$ cat src/rtl/pcie_app_settings.svh
// widths and depths for the pcie application block, included wherever a size is needed
`ifndef PCIE_APP_SETTINGS_SVH
`define PCIE_APP_SETTINGS_SVH

// stream word and apb data width
`define APP_DATA_W 32

// apb byte address width
`define APP_ADDR_W 12

// entries in each configuration engine fifo
`define APP_FIFO_DEPTH 4

`endif

$ cat src/rtl/pcie_app_pkg.sv
// register map and path mode types shared by the pcie application modules
`default_nettype none

`include "pcie_app_settings.svh"

package pcie_app_pkg;

    // apb register byte offsets
    typedef enum logic [`APP_ADDR_W-1:0]
    {
        REG_CTRL    = 'h000,    // bit 0 requested mode
        REG_STATUS  = 'h004,    // active mode, tx full, rx not empty
        REG_TX_DATA = 'h008,    // push, last clear
        REG_TX_LAST = 'h00C,    // push, last set
        REG_RX_DATA = 'h010,    // pop head word
        REG_RX_PKTS = 'h014,    // write clears count and checksum
        REG_RX_CSUM = 'h018
    } reg_addr_e;

    // which side owns the stream path
    typedef enum logic
    {
        MODE_DMA = 1'b0,
        MODE_CFG = 1'b1
    } path_mode_e;

endpackage

`default_nettype wire

$ cat src/rtl/app_stream_if.sv
// valid/ready word stream and the register-to-engine access bundle used inside the design
`default_nettype none

`include "pcie_app_settings.svh"

interface app_stream_if;

    logic                   tvalid;
    logic                   tready;
    logic [`APP_DATA_W-1:0] tdata;
    logic                   tlast;     // final word of a packet

    modport src
    (
        output tvalid,
        output tdata,
        output tlast,
        input  tready
    );

    modport snk
    (
        input  tvalid,
        input  tdata,
        input  tlast,
        output tready
    );

endinterface

interface cfg_access_if;

    logic                   push;      // one word into the tx fifo
    logic [`APP_DATA_W-1:0] push_data;
    logic                   push_last;
    logic                   pop;       // one word out of the rx fifo
    logic [`APP_DATA_W-1:0] pop_data;  // rx fifo head
    logic                   tx_full;
    logic                   rx_nempty;

    modport regs
    (
        output push,
        output push_data,
        output push_last,
        output pop,
        input  pop_data,
        input  tx_full,
        input  rx_nempty
    );

    modport engine
    (
        input  push,
        input  push_data,
        input  push_last,
        input  pop,
        output pop_data,
        output tx_full,
        output rx_nempty
    );

endinterface

`default_nettype wire

$ cat src/rtl/app_regs.sv
// apb register slave: mode control, status, tx/rx data ports and receive counters
`default_nettype none

`include "pcie_app_settings.svh"

module app_regs
(
    input  wire                          pclk,
    input  wire                          s_pclk_rstn,
    input  wire                          i_psel,
    input  wire                          i_penable,
    input  wire                          i_pwrite,
    input  wire [`APP_ADDR_W-1:0]        i_paddr,
    input  wire [`APP_DATA_W-1:0]        i_pwdata,
    output logic                         o_pready,
    output logic [`APP_DATA_W-1:0]       o_prdata,
    output logic                         o_pslverr,
    cfg_access_if.regs                   acc,
    output pcie_app_pkg::path_mode_e     o_req_mode,
    input  pcie_app_pkg::path_mode_e     i_active_mode,
    input  wire [`APP_DATA_W-1:0]        i_rx_pkts,
    input  wire [`APP_DATA_W-1:0]        i_rx_csum,
    output logic                         o_rx_clear
);

    logic                   access;    // apb access phase
    logic                   wr;
    logic                   rd;
    logic                   ctrl_wr;
    logic                   err;
    logic [`APP_DATA_W-1:0] rdata;

    assign access   = i_psel & i_penable;
    assign wr       = access & i_pwrite;
    assign rd       = access & ~i_pwrite;
    assign o_pready = access;          // no wait states

    // ************************************************************************
    // address decode and read mux
    // ************************************************************************
    always_comb
    begin
        rdata         = '0;
        err           = 1'b0;
        ctrl_wr       = 1'b0;
        o_rx_clear    = 1'b0;
        acc.push      = 1'b0;
        acc.push_last = 1'b0;
        acc.pop       = 1'b0;
        case (i_paddr)
            pcie_app_pkg::REG_CTRL:
            begin
                rdata[0] = o_req_mode;
                ctrl_wr  = wr;
            end
            pcie_app_pkg::REG_STATUS:
            begin
                rdata[2:0] = {acc.rx_nempty, acc.tx_full, i_active_mode};
                err        = i_pwrite;
            end
            pcie_app_pkg::REG_TX_DATA,
            pcie_app_pkg::REG_TX_LAST:
            begin
                acc.push      = wr & ~acc.tx_full;
                acc.push_last = (i_paddr == pcie_app_pkg::REG_TX_LAST);
                err           = i_pwrite & acc.tx_full;   // word dropped
            end
            pcie_app_pkg::REG_RX_DATA:
            begin
                rdata   = acc.rx_nempty ? acc.pop_data : '0;
                acc.pop = rd & acc.rx_nempty;
                err     = i_pwrite;
            end
            pcie_app_pkg::REG_RX_PKTS:
            begin
                rdata      = i_rx_pkts;
                o_rx_clear = wr;       // any written value clears
            end
            pcie_app_pkg::REG_RX_CSUM:
            begin
                rdata = i_rx_csum;
                err   = i_pwrite;
            end
            default:   err = 1'b1;
        endcase
    end

    assign acc.push_data = i_pwdata;
    assign o_prdata      = access ? rdata : '0;
    assign o_pslverr     = access & err;

    // requested mode register
    always_ff @(posedge pclk or negedge s_pclk_rstn)
    begin
        if (!s_pclk_rstn)
            o_req_mode <= pcie_app_pkg::MODE_DMA;
        else if (ctrl_wr)
            o_req_mode <= pcie_app_pkg::path_mode_e'(i_pwdata[0]);
    end

endmodule

`default_nettype wire

$ cat src/rtl/word_fifo.sv
// show-ahead fifo of data words with a last flag, used for configuration tlp buffering
`default_nettype none

`include "pcie_app_settings.svh"

module word_fifo
#(
    parameter int DEPTH = `APP_FIFO_DEPTH
)
(
    input  wire                    pclk,
    input  wire                    s_pclk_rstn,
    input  wire                    i_wr,
    input  wire [`APP_DATA_W-1:0]  i_wdata,
    input  wire                    i_wlast,
    input  wire                    i_rd,
    output logic [`APP_DATA_W-1:0] o_rdata,
    output logic                   o_rlast,
    output logic                   o_full,
    output logic                   o_empty
);

    localparam int PTR_W = (DEPTH > 1) ? $clog2(DEPTH) : 1;
    localparam int CNT_W = $clog2(DEPTH + 1);

    logic [`APP_DATA_W:0] mem [DEPTH];    // {last, data}
    logic [PTR_W-1:0]     wr_ptr;
    logic [PTR_W-1:0]     rd_ptr;
    logic [CNT_W-1:0]     count;
    logic                 do_wr;
    logic                 do_rd;

    assign do_wr = i_wr & ~o_full;        // write when full is ignored
    assign do_rd = i_rd & ~o_empty;

    always_ff @(posedge pclk)
    begin
        if (do_wr)
            mem[wr_ptr] <= {i_wlast, i_wdata};
    end

    always_ff @(posedge pclk or negedge s_pclk_rstn)
    begin
        if (!s_pclk_rstn)
        begin
            wr_ptr <= '0;
            rd_ptr <= '0;
            count  <= '0;
        end
        else
        begin
            if (do_wr)
                wr_ptr <= (wr_ptr == PTR_W'(DEPTH - 1)) ? '0 : wr_ptr + 1'b1;
            if (do_rd)
                rd_ptr <= (rd_ptr == PTR_W'(DEPTH - 1)) ? '0 : rd_ptr + 1'b1;
            case ({do_wr, do_rd})
                2'b10:   count <= count + 1'b1;
                2'b01:   count <= count - 1'b1;
                default: count <= count;
            endcase
        end
    end

    assign {o_rlast, o_rdata} = mem[rd_ptr];  // head word, valid when not empty
    assign o_full             = (count == CNT_W'(DEPTH));
    assign o_empty            = (count == '0);

endmodule

`default_nettype wire

$ cat src/rtl/cfg_tlp_engine.sv
// configuration tlp engine: apb-filled transmit buffer and apb-drained receive buffer
`default_nettype none

module cfg_tlp_engine
(
    input  wire           pclk,
    input  wire           s_pclk_rstn,
    cfg_access_if.engine  acc,
    app_stream_if.src     tx,
    app_stream_if.snk     rx
);

    logic tx_empty;
    logic rx_full;
    logic rx_empty;

    // tx side, apb pushes in, stream drains out
    word_fifo u_tx_fifo
    (
        .pclk        (pclk                   ),
        .s_pclk_rstn (s_pclk_rstn            ),
        .i_wr        (acc.push               ),
        .i_wdata     (acc.push_data          ),
        .i_wlast     (acc.push_last          ),
        .i_rd        (tx.tvalid & tx.tready  ),
        .o_rdata     (tx.tdata               ),
        .o_rlast     (tx.tlast               ),
        .o_full      (acc.tx_full            ),
        .o_empty     (tx_empty               )
    );

    assign tx.tvalid = ~tx_empty;

    // rx side, stream fills, apb pops
    word_fifo u_rx_fifo
    (
        .pclk        (pclk                   ),
        .s_pclk_rstn (s_pclk_rstn            ),
        .i_wr        (rx.tvalid & rx.tready  ),
        .i_wdata     (rx.tdata               ),
        .i_wlast     (rx.tlast               ),
        .i_rd        (acc.pop                ),
        .o_rdata     (acc.pop_data           ),
        .o_rlast     (                       ),     // packet framing not exposed to apb
        .o_full      (rx_full                ),
        .o_empty     (rx_empty               )
    );

    assign rx.tready     = ~rx_full;
    assign acc.rx_nempty = ~rx_empty;

endmodule

`default_nettype wire

$ cat src/rtl/rx_checksum_unit.sv
// normal-mode receive sink: counts packets and folds every word into an xor checksum
`default_nettype none

`include "pcie_app_settings.svh"

module rx_checksum_unit
(
    input  wire                    pclk,
    input  wire                    s_pclk_rstn,
    app_stream_if.snk              rx,
    input  wire                    i_clear,
    output logic [`APP_DATA_W-1:0] o_pkts,
    output logic [`APP_DATA_W-1:0] o_csum
);

    logic beat;

    assign rx.tready = 1'b1;              // never back-pressures
    assign beat      = rx.tvalid & rx.tready;

    always_ff @(posedge pclk or negedge s_pclk_rstn)
    begin
        if (!s_pclk_rstn)
        begin
            o_pkts <= '0;
            o_csum <= '0;
        end
        else if (i_clear)                 // clear beats a same-cycle word
        begin
            o_pkts <= '0;
            o_csum <= '0;
        end
        else if (beat)
        begin
            o_csum <= o_csum ^ rx.tdata;
            if (rx.tlast)
                o_pkts <= o_pkts + 1'b1;
        end
    end

endmodule

`default_nettype wire

$ cat src/rtl/stream_path_sel.sv
// stream path selector: steers rx, gates tx and moves the active mode only between packets
`default_nettype none

`include "pcie_app_settings.svh"

module stream_path_sel
(
    input  wire                          pclk,
    input  wire                          s_pclk_rstn,
    input  pcie_app_pkg::path_mode_e     i_req_mode,
    output pcie_app_pkg::path_mode_e     o_active_mode,
    app_stream_if.snk                    rx_in,
    app_stream_if.src                    rx_cfg,
    app_stream_if.src                    rx_dma,
    app_stream_if.snk                    tx_cfg,
    output logic                         o_tx_tvalid,
    output logic [`APP_DATA_W-1:0]       o_tx_tdata,
    output logic                         o_tx_tlast,
    input  wire                          i_tx_tready
);

    logic cfg_on;
    logic rx_beat;
    logic tx_beat;
    logic rx_pkt;        // rx packet open
    logic tx_pkt;        // tx packet open
    logic rx_pkt_nxt;
    logic tx_pkt_nxt;

    assign cfg_on = (o_active_mode == pcie_app_pkg::MODE_CFG);

    // rx steering, both sinks see the data, only one sees valid
    assign rx_cfg.tvalid = rx_in.tvalid & cfg_on;
    assign rx_cfg.tdata  = rx_in.tdata;
    assign rx_cfg.tlast  = rx_in.tlast;
    assign rx_dma.tvalid = rx_in.tvalid & ~cfg_on;
    assign rx_dma.tdata  = rx_in.tdata;
    assign rx_dma.tlast  = rx_in.tlast;
    assign rx_in.tready  = cfg_on ? rx_cfg.tready : rx_dma.tready;

    // tx idle in dma mode
    assign o_tx_tvalid   = tx_cfg.tvalid & cfg_on;
    assign o_tx_tdata    = cfg_on ? tx_cfg.tdata : '0;
    assign o_tx_tlast    = tx_cfg.tlast & cfg_on;
    assign tx_cfg.tready = i_tx_tready & cfg_on;

    assign rx_beat = rx_in.tvalid & rx_in.tready;
    assign tx_beat = o_tx_tvalid & i_tx_tready;

    // a beat without last opens a packet, the last beat closes it
    assign rx_pkt_nxt = rx_beat ? ~rx_in.tlast : rx_pkt;
    assign tx_pkt_nxt = tx_beat ? ~o_tx_tlast : tx_pkt;

    // ************************************************************************
    // packet tracking and mode switch
    // ************************************************************************
    always_ff @(posedge pclk or negedge s_pclk_rstn)
    begin
        if (!s_pclk_rstn)
        begin
            rx_pkt        <= 1'b0;
            tx_pkt        <= 1'b0;
            o_active_mode <= pcie_app_pkg::MODE_DMA;
        end
        else
        begin
            rx_pkt <= rx_pkt_nxt;
            tx_pkt <= tx_pkt_nxt;
            if (!rx_pkt_nxt && !tx_pkt_nxt)   // both streams at a boundary
                o_active_mode <= i_req_mode;
        end
    end

endmodule

`default_nettype wire

$ cat src/rtl/pcie_app_top.sv
// application-side top level: apb registers, configuration tlp engine and dma receive path
`default_nettype none

`include "pcie_app_settings.svh"

module pcie_app_top
(
    input  wire                    pclk,
    input  wire                    s_pclk_rstn,
    // apb
    input  wire                    i_psel,
    input  wire                    i_penable,
    input  wire                    i_pwrite,
    input  wire [`APP_ADDR_W-1:0]  i_paddr,
    input  wire [`APP_DATA_W-1:0]  i_pwdata,
    output logic                   o_pready,
    output logic [`APP_DATA_W-1:0] o_prdata,
    output logic                   o_pslverr,
    // receive stream
    input  wire                    i_rx_tvalid,
    input  wire [`APP_DATA_W-1:0]  i_rx_tdata,
    input  wire                    i_rx_tlast,
    output logic                   o_rx_tready,
    // transmit stream
    output logic                   o_tx_tvalid,
    output logic [`APP_DATA_W-1:0] o_tx_tdata,
    output logic                   o_tx_tlast,
    input  wire                    i_tx_tready
);

    app_stream_if rx_in ();
    app_stream_if rx_cfg ();
    app_stream_if rx_dma ();
    app_stream_if tx_cfg ();
    cfg_access_if acc ();

    pcie_app_pkg::path_mode_e req_mode;
    pcie_app_pkg::path_mode_e active_mode;
    logic [`APP_DATA_W-1:0]   rx_pkts;
    logic [`APP_DATA_W-1:0]   rx_csum;
    logic                     rx_clear;

    assign rx_in.tvalid = i_rx_tvalid;
    assign rx_in.tdata  = i_rx_tdata;
    assign rx_in.tlast  = i_rx_tlast;
    assign o_rx_tready  = rx_in.tready;

    app_regs u_app_regs
    (
        .pclk          (pclk        ),
        .s_pclk_rstn   (s_pclk_rstn ),
        .i_psel        (i_psel      ),
        .i_penable     (i_penable   ),
        .i_pwrite      (i_pwrite    ),
        .i_paddr       (i_paddr     ),
        .i_pwdata      (i_pwdata    ),
        .o_pready      (o_pready    ),
        .o_prdata      (o_prdata    ),
        .o_pslverr     (o_pslverr   ),
        .acc           (acc.regs    ),
        .o_req_mode    (req_mode    ),
        .i_active_mode (active_mode ),
        .i_rx_pkts     (rx_pkts     ),
        .i_rx_csum     (rx_csum     ),
        .o_rx_clear    (rx_clear    )
    );

    cfg_tlp_engine u_cfg_tlp_engine
    (
        .pclk        (pclk        ),
        .s_pclk_rstn (s_pclk_rstn ),
        .acc         (acc.engine  ),
        .tx          (tx_cfg.src  ),
        .rx          (rx_cfg.snk  )
    );

    rx_checksum_unit u_rx_checksum_unit
    (
        .pclk        (pclk        ),
        .s_pclk_rstn (s_pclk_rstn ),
        .rx          (rx_dma.snk  ),
        .i_clear     (rx_clear    ),
        .o_pkts      (rx_pkts     ),
        .o_csum      (rx_csum     )
    );

    stream_path_sel u_stream_path_sel
    (
        .pclk          (pclk        ),
        .s_pclk_rstn   (s_pclk_rstn ),
        .i_req_mode    (req_mode    ),
        .o_active_mode (active_mode ),
        .rx_in         (rx_in.snk   ),
        .rx_cfg        (rx_cfg.src  ),
        .rx_dma        (rx_dma.src  ),
        .tx_cfg        (tx_cfg.snk  ),
        .o_tx_tvalid   (o_tx_tvalid ),
        .o_tx_tdata    (o_tx_tdata  ),
        .o_tx_tlast    (o_tx_tlast  ),
        .i_tx_tready   (i_tx_tready )
    );

endmodule

`default_nettype wire

$ cat config.mk
export PLATFORM = sky130hd
export DESIGN_NAME = pcie_app_top
export DESIGN_NICKNAME = d
export VERILOG_FILES = /design/src/rtl/pcie_app_pkg.sv /design/src/rtl/app_stream_if.sv /design/src/rtl/app_regs.sv /design/src/rtl/word_fifo.sv /design/src/rtl/cfg_tlp_engine.sv /design/src/rtl/rx_checksum_unit.sv /design/src/rtl/stream_path_sel.sv /design/src/rtl/pcie_app_top.sv
export VERILOG_INCLUDE_DIRS = /design/src /design/src/rtl
export SDC_FILE = /design/constraint.sdc
export NUM_CORES = 1
export LEC_CHECK = 0
export ABC_AREA = 1
export BUFFER_PORTS_ARGS = -buffer_cell sky130_fd_sc_hd__buf_2
export CAP_MARGIN = 10
export CORE_UTILIZATION = 50
export CTS_CLUSTER_SIZE = 14
export DETAILED_ROUTE_END_ITERATION = 10
export PLACE_DENSITY = 0.72
export SLEW_MARGIN = 10
export SYNTH_ARGS = -nofsm -noshare
export SYNTH_HDL_FRONTEND = slang
export SYNTH_SLANG_ARGS = --single-unit
$ cat constraint.sdc
create_clock -name pclk -period 3 [get_ports pclk]
set_input_delay 0.3 -clock pclk [delete_from_list [all_inputs] [get_ports pclk]]
set_output_delay 0.3 -clock pclk [all_outputs]
set_load 0.02 [all_outputs]
==> summary.md, run 1 <==
| Metric | Value |
|---|---|
| Outcome | finished, final reports clean |
| # resized after CTS | 0 |
| Worst reg2reg path startpoint | u_cfg_tlp_engine.u_rx_fifo.count[0] |
| Hold Vio Cnt, Final | 0 |
| Initial DRC count | 972 |
| Global-route wire length before repair | ~63000 um |
| Syn. warnings | 0 |
| Area share of the largest cell type after synthesis | 0.492 |
| I/O pin count | 153 |
| Routed WL per cell | 17.6 um |
| Pwr dens | 578 nW/um2 |
| Final min period | roughly 2.8 ns |
| CP startpoint kind | flop |
| Endpoint class of the critical path | primary output |
| PortBufs | around 150 |
| Peak Freq | 353 MHz |
| Register clock-pin slew on the reported worst setup and hold paths | 0.06 ns |
| Critical Path AT | 2.54 ns |
| Clk Latency, worst-skew pair | ~0.53 ns |
| Design Area, Final | about 19000 um2 |
| Min-delay src | i_rx_tdata[21] |
| Most numerous cell in the Yosys netlist | nor2_1 |
| Top post-synthesis cells by count | 349 x nor2_1, 275 x nand2_1, 260 x edfxtp_1 |
| WHS Path Cells | 1 |
| Sequential fraction of the synthesis area | 0.621 |
| CTS tree | built |
| Nets | 1925 |
| H-Tree Depth | 2 |
| Longest Clk Path Bufs | 3 |
| Setup TNS | 0 ns |
| Total CTS buffers | 36 |
| Clk sinks | 342 |
| Post-place instance area | ~17000 um2 |
| Post-synth EDFFs | 260 |
| Post-synth top area cell | edfxtp_1 |
| Starting density of the core | 0.514 |
| Sw Share | 0.228 |
| Clock network power share | 0.406 |
| PnR worst setup slack | 0.163 ns |
| Final Setup Violations | 0 |
| DRC violations left | 0 |
| Grt total ovfl | 0 |
| Dpl cells | roughly 2100 |
| Die Y-Extent | about 180 um |
| GPL Wtd Cong | 0.926 |
| Worst Setup SP | u_cfg_tlp_engine.u_tx_fifo.rd_ptr[0] |
| Routed Antenna Nets | 0 |
| Vias/cell | 5.36 |
| Ys async rst share | 0.240 |
| Die width | 180 um |
| # rows | 64 |
| Crit Path Category | reg2out |
| Vias in the first global route | 11900 |
| Clock Skews | 0.0162 ns |
| Required @ worst endpoint | 2.70 ns |
| Worst slew pin tran | 0.767 ns |
| DP Worst Slack | ~0.63 ns |
| Largest net degree at the start of global routing | 59 |
| Max-slew violations | 0 |
| Clock root cell | clkbuf_16 |
| Max-Cap Viols | 0 |
| Dpl hpwl | 24700 um |
| Pint | 8320 uW |
| Avg Inst Size Synth | 9.67 um2 |
| Layout area overhead | 17.5% |
| Fraction of layout cells with a size suffix above 1 | 0.163 |
| Leakage | 0.00767 uW |
| Final hold slack | approximately 0.013 ns |
| Cell variety after synth | 36 |
| Vias | 12100 |
| Power share of the sequential group | 0.518 |
| Final period util | 0.946 |
| Mapped Area | 15900 um2 |
| Synth Net Count | 1741 |
| Comb pwr share | 0.076 |
| Synth Register Bits | approximately 340 |
| Top_reg_cell synth | edfxtp_1 |
| Die footprint | 32500 um2 |
| Cells after Synth | 1642 |
| Worst vdd ir | around 520 uV |
| Slew HR | 0.487 |
| Drt pass-1 iters | 5 |
| Drt total wl | 39500 um |
| Critical path peak fanout | 36 |
| Unrepaired setup endpoints after global routing | false |
| R2r worst-path depth | 9 |
| Global-route usage over all layers | 0.247 |
| P_sw | 2450 uW |
| Core Region | 30900 um2 |
| Final Non-Filler Cells | around 2300 |
| Synth area leaders | edfxtp_1 49%, dfrtp_1 13%, nor2_1 8.3% |
| Hold WC Path Type | in2reg |
| Initial antenna violation count | 3 |
worst max-delay path: stages (launching register included):
cell,delay [ns]
dfrtp_2,0.77
buf_4,0.48
nor2_1,0.09
nor2_1,0.12
o21ai_0,0.11
a21oi_1,0.22
buf_2,0.20
timing repair:
item | in CTS | in global routing
hold buffers | 37 | 1
buffers inserted | 0 | 0
endpoints found under the hold margin | 178 | 3
layout make-up:
type / count / area [um2]
fill: 2531 / 12300
sequential: 342 / 9860
multi-input combinational: 1082 / 5130
timing repair buffer: 219 / 1460
clock buffer: 46 / 958
inverter: 145 / 544
tap: 396 / 495
clock inverter: 18 / 196
antenna: 2 / 5.00
logic make-up after synthesis:
logic type                 after synthesis  synth area share
AOI/OAI and AO/OA                      207            0.0663
xor gates and xnor gates                43            0.0237
and+or+nand+nor                        817             0.218
adders and majority gates               15            0.0128
buffers and inverters                  218            0.0585
DFF                                    342             0.621
state kept, by name, indices dropped and copies added, names as in the netlist, 2 cells and up:
| name | cells |
|---|---|
| u_cfg_tlp_engine.u_tx_fifo.wr_ptr | 2 |
| u_cfg_tlp_engine.u_rx_fifo.wr_ptr | 2 |
| u_cfg_tlp_engine.u_tx_fifo.rd_ptr | 2 |
| u_cfg_tlp_engine.u_rx_fifo.mem | 128 |
| u_cfg_tlp_engine.u_tx_fifo.mem | 132 |
| u_rx_checksum_unit.o_pkts | 32 |
| u_rx_checksum_unit.o_csum | 32 |
| u_cfg_tlp_engine.u_rx_fifo.rd_ptr | 2 |
| u_cfg_tlp_engine.u_tx_fifo.count | 3 |
| u_cfg_tlp_engine.u_rx_fifo.count | 3 |
final timing paths:
path / to / slack, ns
setup reg to reg: u_cfg_tlp_engine.u_rx_fifo.count[1] / 0.71
hold reg to reg: u_cfg_tlp_engine.u_rx_fifo.count[0] / 0.50
max in group asynchronous: u_rx_checksum_unit.o_pkts[13] / 1.99
hold / removal: u_cfg_tlp_engine.u_rx_fifo.mem[3][21] / 0.01
min in group asynchronous: u_rx_checksum_unit.o_csum[26] / 0.37
setup / recovery: o_tx_tdata[16] / 0.16
power groups by stage:
| stage | Sequential (uW) | Combinational, uW | Clock [uW] |
|---|---|---|---|
| after floorplan | 5620 | 555 | 0 |
| after global placement | 5660 | 738 | 0 |
| after detailed placement | 5670 | 765 | 0 |
| after CTS | 5580 | 819 | 4420 |
| after global routing | 5600 | 923 | 4620 |
| final | 5580 | 819 | 4380 |
routing by layer:
layer,vias to the layer above,GRT usage,routed length [um]
li1,5804,-,-
met1,5749,0.315,16600
met2,422,0.421,19200
met3,77,0.0439,2590
met4,2,0.0896,1050
met5,-,0,15
metrics by stage:
stage	total power, uW	utilization
floorplan	6170	-
global placement	6390	0.554
detailed placement	6440	0.554
CTS	10800	0.603
global route	11100	0.603
finish	10800	0.603
placed cells by master, fill, tap and decap left out, types with 40 or more instances in the layout:
| cell type | synthesis | layout |
|---|---|---|
| a21oi_1 | 48 | 48 |
| buf_2 | 28 | 151 |
| dfrtp_1 | 82 | 80 |
| edfxtp_1 | 260 | 260 |
| inv_1 | 134 | 134 |
| nand2_1 | 275 | 275 |
| nand3_1 | 117 | 117 |
| nor2_1 | 349 | 341 |
| o21ai_0 | 143 | 143 |
| xor2_1 | 40 | 40 |
Power figures use the tool's default switching activity.
==> run 2, diff against run 1 <==
- SETUP_SLACK_MARGIN: default -> 0.5
==> run 2 against run 1 <==
Worst hold slack hardly changed. Register-to-register slack improved by 0.02 ns. Clock power grew 7.3%. Critical endpoint is now o_prdata[11]. Sequential cell count unchanged. Utilization increased by 3.9 points. Total power up 3.4%. Sequential power hardly changed.
==> summary.md, run 2 (synthesis results as in run 1) <==
| Metric | Value |
|---|---|
| Vias | 12400 (+2.6%) |
| Outcome | finished, final reports clean |
| Critical path peak fanout | 7 (-81%) |
| Total CTS buffers | 37 (+2.8%) |
| Leakage | 0.00806 uW (+5.1%) |
| Grt peak-use layer | met2 |
| Commonest cells after routing, fill and taps aside | 299 x nor2_1, 264 x nand2_1, 260 x edfxtp_1, 127 x buf_2, 124 x inv_1 |
| GR Util met3 | 0.0580 (+0.0141) |
| R2r worst-path depth | 9 (unchanged) |
| Critical Path AT | 2.18 ns (-0.36 ns) |
| PortBufs | 152 (unchanged) |
| Required @ worst endpoint | 2.70 ns (about the same) |
| I/O pin count | 153 (unchanged) |
| Die footprint | 32500 um2 (unchanged) |
| Longest Clk Path Bufs | 3 (unchanged) |
| PnR worst setup slack | 0.518 ns (+0.355 ns) |
| Routed WL per cell | 18.4 um (+5.0%) |
| # rows | 64 (unchanged) |
| Unrepaired setup endpoints after global routing | true |
| Worst vdd ir | 550 uV (+5.4%) |
| Worst slew pin tran | 0.740 ns (-0.0270 ns) |
| Nets | 1958 (+1.7%) |
| Peak Freq | 403 MHz (+14%) |
| Clk sinks | 342 (unchanged) |
| Largest net degree at the start of global routing | 50 (-15%) |
| Most common cell after layout, fill and taps aside | nor2_1 |
| Initial antenna violation count | 9 (+6) |
| Largest regs | u_cfg_tlp_engine.u_tx_fifo.mem: 132 flops, u_cfg_tlp_engine.u_rx_fifo.mem: 128 flops |
| Clk Latency, worst-skew pair | 0.54 ns (about the same) |
| GR met1 Demand/Resource | 0.309 (-0.00591) |
| CTS tree | built |
| Hold Vio Cnt, Final | 0 (unchanged) |
| Fill cells | 2364 (-6.6%) |
| GPL Wtd Cong | 0.980 (+5.8%) |
| Max FFs per register | 132 (unchanged) |
| CP startpoint kind | flop |
| Global-route wire length before repair | 63900 um (+0.97%) |
| Grt total ovfl | 0 (unchanged) |
| Vias in the first global route | 12400 (+3.4%) |
| DP Worst Slack | 0.648 ns (+0.0217 ns) |
| Worst path max stage delay | 0.53 ns (-0.24 ns) |
| Crit Path Category | reg2out |
| Max-Cap Viols | 0 (unchanged) |
| Hold WC Path Type | in2reg |
| Setup TNS | 0 ns (unchanged) |
| GR Layer Usage met2 | 0.423 (+0.00186) |
| Vias/cell | 5.39 (+0.68%) |
| Clock Skews | 0.0178 ns (+0.00162 ns) |
| Die width | 180 um (unchanged) |
| Pwr dens | 561 nW/um2 (-2.9%) |
| CP top delay family | flip-flops |
| Max-slew violations | 0 (unchanged) |
| Drt total wl | 42300 um (+7.0%) |
| H-Tree Depth | 2 (unchanged) |
| Buf/Inv on CP | 4 (+2) |
| Initial DRC count | 1086 (+12%) |
| Critical Path, Cell by Cell | buf_12, clkbuf_16, nor2_2, nor2_1, o21ai_1, nand2_1, nand3_2, nand3_1, nand2_1, inv_2, buf_6 |
| Core Region | 30900 um2 (unchanged) |
| Drt pass-1 iters | 5 (unchanged) |
| Fraction of layout cells with a size suffix above 1 | 0.215 (+0.0520) |
| Routed Antenna Nets | 0 (unchanged) |
| Final min period | 2.48 ns (-0.355 ns) |
| Layout area overhead | 25.0% |
| Final period util | 0.827 (-0.118) |
| Slew HR | 0.505 (+0.0181) |
| Global-route usage over all layers | 0.248 (+0.00190) |
| Endpoint class of the critical path | primary output |
| Final Setup Violations | 0 (unchanged) |
| DRC violations left | 0 (unchanged) |
| WHS Path Cells | 1 (unchanged) |
| Top reg by flops | u_cfg_tlp_engine.u_tx_fifo.mem |
| Dpl hpwl | 24100 um (-2.7%) |
| Starting density of the core | 0.514 (unchanged) |
| Clock root cell | clkbuf_16 |
| Most frequent CP cell | nand2_1 |
| Critical path's slowest cell | dfrtp_4 |
| Die Y-Extent | 180 um (unchanged) |
| Stages on worst setup path | 11 (+5) |
| Register clock-pin slew on the reported worst setup and hold paths | 0.06 ns (about the same) |
-- run 2: changes by cell type in the layout (fill, tap and decap cells not counted), sizes merged --
| cell | delta |
|---|---|
| buf | +6 |
| bufinv | +1 |
| clkbuf | +11 |
| clkinv | -2 |
| clkinvlp | +3 |
| diode | +6 |
| dlygate4sd3 | +18 |
| inv | -1 |
-- run 2: area by class of cell --
type,count,area [um2],share of cell area
Tap cell,396,495,0.0250
Inverter,145,564,0.0284
Multi-Input combinational cell,1082,5480,0.276
Antenna cell,8,20.0,0.00101
Clock buffer,49,1030,0.0521
Clock inverter,19,224,0.0113
Sequential cell,342,9860,0.497
Timing Repair Buffer,251,2160,0.109
-- run 2: per-stage QoR --
step           hold WS (ns)  instances   util  instance area (um2)  power, uW
4_1_cts            0.000457       2272  0.617                19100      11200
3_3_place_gp          0.293       2146  0.556                17200       6390
5_1_grt             0.00663       2287  0.642                19800      11500
6_report             0.0135       2292  0.642                19800      11100
2_1_floorplan       0.00441       1642      -                15900       6170
3_5_place_dp          0.296       2146  0.556                17200       6430
-- run 2: worst paths after layout --
| path | from | to | slack (ns) |
|---|---|---|---|
| min in group asynchronous | s_pclk_rstn | u_cfg_tlp_engine.u_tx_fifo.rd_ptr[1] | 0.28 |
| setup reg to reg | u_cfg_tlp_engine.u_tx_fifo.count[0] | u_cfg_tlp_engine.u_tx_fifo.count[2] | 0.73 |
| max in group asynchronous | s_pclk_rstn | u_rx_checksum_unit.o_csum[13] | 2.06 |
| hold / removal | i_rx_tdata[7] | u_cfg_tlp_engine.u_rx_fifo.mem[3][7] | 0.01 |
| setup / recovery | u_cfg_tlp_engine.u_rx_fifo.rd_ptr[0] | o_prdata[11] | 0.52 |
| hold reg to reg | u_cfg_tlp_engine.u_tx_fifo.count[0] | u_cfg_tlp_engine.u_tx_fifo.count[0] | 0.51 |
-- run 2: report_power, final --
group	switching, uW	leakage [uW]	internal [uW]
clock network	1900	0.000608	2800
logic	418	0.00411	435
registers	229	0.00334	5360
total	2540	0.00806	8590
-- run 2: routing by layer --
layer | vias to the layer above | part of all wire
met3 | 105 | 0.078
met1 | 5881 | 0.40
met4 | 2 | 0.031
met2 | 499 | 0.49
met5 | - | 0.00026
li1 | 5876 | -
-- run 2: repair_timing --
item / 4_1_cts / 5_1_grt
hold buffers: 56 / 0
pin swaps: 0 / 41
hold endpoints to repair: 247 / 0
gates cloned: 1 / 9
gates resized for setup: 9 / 193
setup buffers: 1 / 3
setup endpoints to repair: 32 / 42
==> run 3, diff against run 2 <==
- ABC_AREA: 1 -> 0
- PLACE_DENSITY: 0.72 -> 0.69
- clock period: 3 -> 2.6 ns (I/O delays scaled with it)
==> run 3 against run 2 <==
Largest cell class unchanged. Utilization increased by 1.2 points. Critical path depth fell by 5. Area after synthesis down 6.8%. Final area decreased by 4.6%. Highest routed layer is now met4. Clock skew fell by 0.0024 ns.
==> summary.md, run 3 <==
| Metric | Value |
|---|---|
| Mux contribution to synthesized area | 0.114 (+0.114) |
| Grt total ovfl | 0 (unchanged) |
| Drt total wl | 33500 um (-21%) |
| Combinational family with the most area after synthesis | multiplexers |
| Crit Path Category | reg2out |
| Register clock-pin slew on the reported worst setup and hold paths | 0.06 ns (about the same) |
| Comb pwr share | 0.064 (-0.013) |
| Commonest cells after routing, fill and taps aside | 260 x edfxtp_1, 102 x buf_2, 80 x nand2_1, 76 x dfrtp_1 |
| H-Tree Depth | 2 (unchanged) |
| Clk sinks | 342 (unchanged) |
| P_sw | 2740 uW (+7.7%) |
| Metal3 WL | 1770 um (-46%) |
| Starting density of the core | 0.511 (-0.00253) |
| Die footprint | 30300 um2 (-6.8%) |
| Cells after Synth | 982 (-40%) |
| Setup TNS | 0 ns (unchanged) |
| Vias/cell | 5.63 (+4.3%) |
| Max-Cap Viols | 0 (unchanged) |
| Compound-cell area share of the yosys netlist | 0.0533 (-0.0130) |
| Ys async rst share | 0.240 (unchanged) |
| Clock Skews | 0.0154 ns (-0.00239 ns) |
| Die width | 174 um (-3.4%) |
| Final period util | 0.919 |
| Metal-1 WL | 14200 um (-16%) |
| Final hold slack | 0.0828 ns (+0.0693 ns) |
| Overall power | 12300 uW (+10%) |
| CTS tree | built |
| Min-delay src | i_rx_tvalid |
| Endpoint class of the critical path | primary output |
| Final min period | 2.39 ns |
| Longest Clk Path Bufs | 3 (unchanged) |
| Synth area leaders | edfxtp_1 53%, dfrtp_1 14%, mux4_2 9.9% |
| Post-synth top area cell | edfxtp_1 |
| Critical path's slowest cell | dfrtp_4 |
| Post-place instance area | 16300 um2 (-5.2%) |
| Pwr dens | 650 nW/um2 (+16%) |
| Hold Vio Cnt, Final | 0 (unchanged) |
| Clock root cell | clkbuf_16 |
| Drt pass-1 iters | 5 (unchanged) |
| Mapped Area | 14800 um2 (-6.8%) |
| Critical Path, Cell by Cell | buf_12, buf_16, mux4_2, nand3_2, a21oi_2, buf_4 |
| Critical Path AT | 2.13 ns (-0.05 ns) |
| Max Used Layer | met4 |
| Die Y-Extent | 174 um (-3.4%) |
| Routed Antenna Nets | 0 (unchanged) |
| Met2 wire length | 16800 um (-19%) |
| Worst slew pin tran | 0.455 ns (-0.284 ns) |
| Synth Register Bits | 342 (unchanged) |
| Synth Area in XOR/XNOR | 0.0278 (+0.00411) |
| Top reg by flops | u_cfg_tlp_engine.u_tx_fifo.mem |
| Clock network power share | 0.412 (-0.010) |
| Top_reg_cell synth | edfxtp_1 |
| # rows | 62 (-3.1%) |
| Fraction of layout cells with a size suffix above 1 | 0.338 (+0.123) |
| Initial antenna violation count | 5 (-4) |
| Worst path max stage delay | 0.52 ns (about the same) |
| Global-route wire length before repair | 52300 um (-18%) |
| Global-route usage over all layers | 0.224 (-0.0246) |
| Pint | 9560 uW (+11%) |
| Core Region | 28900 um2 (-6.4%) |
| Max FFs per register | 132 (unchanged) |
| Nets | 1337 (-32%) |
| Slew HR | 0.696 (+0.191) |
| Dpl hpwl | 20000 um (-17%) |
| GPL Wtd Cong | 0.771 (-21%) |
| Clk Latency, worst-skew pair | 0.52 ns (-0.02 ns) |
| Avg Inst Size Synth | 15.1 um2 (+56%) |
| Peak Freq | 419 MHz |
| Worst reg2reg path startpoint | u_cfg_tlp_engine.u_tx_fifo.count[1] |
| Area of the multi-input gates | 4840 um2 (-12%) |
| Max-slew violations | 0 (unchanged) |
| Outcome | finished, final reports clean |
| Unrepaired setup endpoints after global routing | true |
| Syn. warnings | 0 (unchanged) |
| Vias | 9304 (-25%) |
| Synth Area in Adders | 0.0137 (+0.000939) |
| Most common cell after layout, fill and taps aside | edfxtp_1 |
| Total CTS buffers | 37 (unchanged) |
| Layout area overhead | 28.0% |
| Cell variety after synth | 54 (+50%) |
| Routed WL per cell | 20.3 um (+9.9%) |
| Initial DRC count | 587 (-46%) |
| Sequential fraction of the synthesis area | 0.667 (+0.0457) |
| Register area | 9870 um2 (about the same) |
| Most numerous cell in the Yosys netlist | edfxtp_1 |
| Hold WC Path Type | in2reg |
| Worst Setup SP | u_cfg_tlp_engine.u_rx_fifo.rd_ptr[0] |
| Sw Share | 0.223 (-0.00569) |
| Final Setup Violations | 0 (unchanged) |
| Area share of the largest cell type after synthesis | 0.528 (+0.0362) |
| Vias in the first global route | 9677 (-22%) |
| Largest regs | u_cfg_tlp_engine.u_tx_fifo.mem: 132 flops, u_cfg_tlp_engine.u_rx_fifo.mem: 128 flops |
| Design Area, Final | 18900 um2 (-4.6%) |
| Largest net degree at the start of global routing | 72 (+44%) |
| Power share of the sequential group | 0.524 (+0.022) |
| Top post-synthesis cells by count | 260 x edfxtp_1, 82 x dfrtp_1, 80 x nand2_1 |
| Post-synth EDFFs | 260 (unchanged) |
| Synth Net Count | 1081 (-38%) |
| Leakage | 0.00690 uW (-14%) |
| Critical path peak fanout | 7 (unchanged) |
| DRC violations left | 0 (unchanged) |
| Fill cells | 2024 (-14%) |
| Required @ worst endpoint | 2.34 ns (-0.36 ns) |
| I/O pin count | 153 (unchanged) |
| PortBufs | 152 (unchanged) |
| Worst vdd ir | 603 uV (+9.5%) |
| Simple-Gate Fraction of Synth Area | 0.101 (-0.116) |
| CP startpoint kind | flop |
run 3: cell count changes after synthesis, moves of 15 or more:
cell / delta
a22o_1: +29
nor2_1: -297
and2_1: +42
mux2i_1: +15
mux4_2: +65
or2_2: -30
nand2_1: -195
inv_1: -114
o21ai_0: -122
nand3_1: -71
run 3: final timing paths:
check / cells past startpoint / slack (ns) / to
max: 6 / 0.21 / o_prdata[19]
min: 2 / 0.08 / u_stream_path_sel.rx_pkt
max reg2reg: 10 / 0.53 / u_cfg_tlp_engine.u_tx_fifo.count[2]
min reg2reg: 1 / 0.52 / u_cfg_tlp_engine.u_rx_fifo.count[0]
max in group asynchronous: 3 / 1.76 / u_cfg_tlp_engine.u_rx_fifo.rd_ptr[0]
min in group asynchronous: 2 / 0.17 / u_cfg_tlp_engine.u_tx_fifo.wr_ptr[0]
run 3: cells by family (layout without fill, tap and decap cells):
logic type,Yosys count,in the layout
compound gates,120,120
xor+xnor,47,47
mux,86,86
buf+inv,81,364
flops,342,342
other cells,0,5
fa+ha+maj,15,15
simple gates,291,291
run 3: worst max-delay path: cells and delay by family, from the launching register on:
kind,cells,cell delay (ns)
buffers and inverters,3,0.43
DFF,1,0.52
and+or+nand+nor,1,0.09
AOI/OAI and AO/OA,1,0.06
muxes,1,0.50
run 3: area by class of cell:
type                            count  share of cell area
Sequential cell                   342               0.522
Multi-Input combinational cell    559               0.256
Timing Repair Buffer              278               0.130
Clock buffer                       45              0.0516
Tap cell                          384              0.0254
Clock inverter                     21              0.0109
Inverter                           20             0.00397
Antenna cell                        5            0.000661
run 3: routing by layer:
layer | vias up | global-route usage
li1 | 4235 | -
met1 | 4737 | 0.296
met2 | 270 | 0.384
met3 | 62 | 0.0350
met4 | 0 | 0.0658
met5 | - | 0
run 3: repair_timing:
| item | in CTS | in global routing |
|---|---|---|
| hold buffers | 65 | 0 |
| buffers inserted | 15 | 2 |
| endpoints found under the hold margin | 338 | 0 |
| pin swaps | 4 | 10 |
| gates cloned | 3 | 0 |
| endpoints found under the setup margin | 70 | 73 |
| gates resized for setup | 118 | 57 |
run 3: power groups by stage:
stage          sequential (uW)  combinational (uW)  clock, uW
2_1_floorplan             6490                 459          0
3_3_place_gp              6530                 661          0
3_5_place_dp              6550                 697          0
4_1_cts                   6440                 785       5160
5_1_grt                   6480                 888       5370
6_report                  6450                 792       5060
run 3: through the flow:
| step | setup WS, ns | std cells | utilization |
|---|---|---|---|
| 3_5_place_dp | 0.234 | 1498 | 0.563 |
| 6_report | 0.211 | 1654 | 0.654 |
| 2_1_floorplan | 0.511 | 982 | - |
| 5_1_grt | 0.136 | 1652 | 0.654 |
| 4_1_cts | 0.185 | 1647 | 0.647 |
| 3_3_place_gp | 0.290 | 1498 | 0.563 |
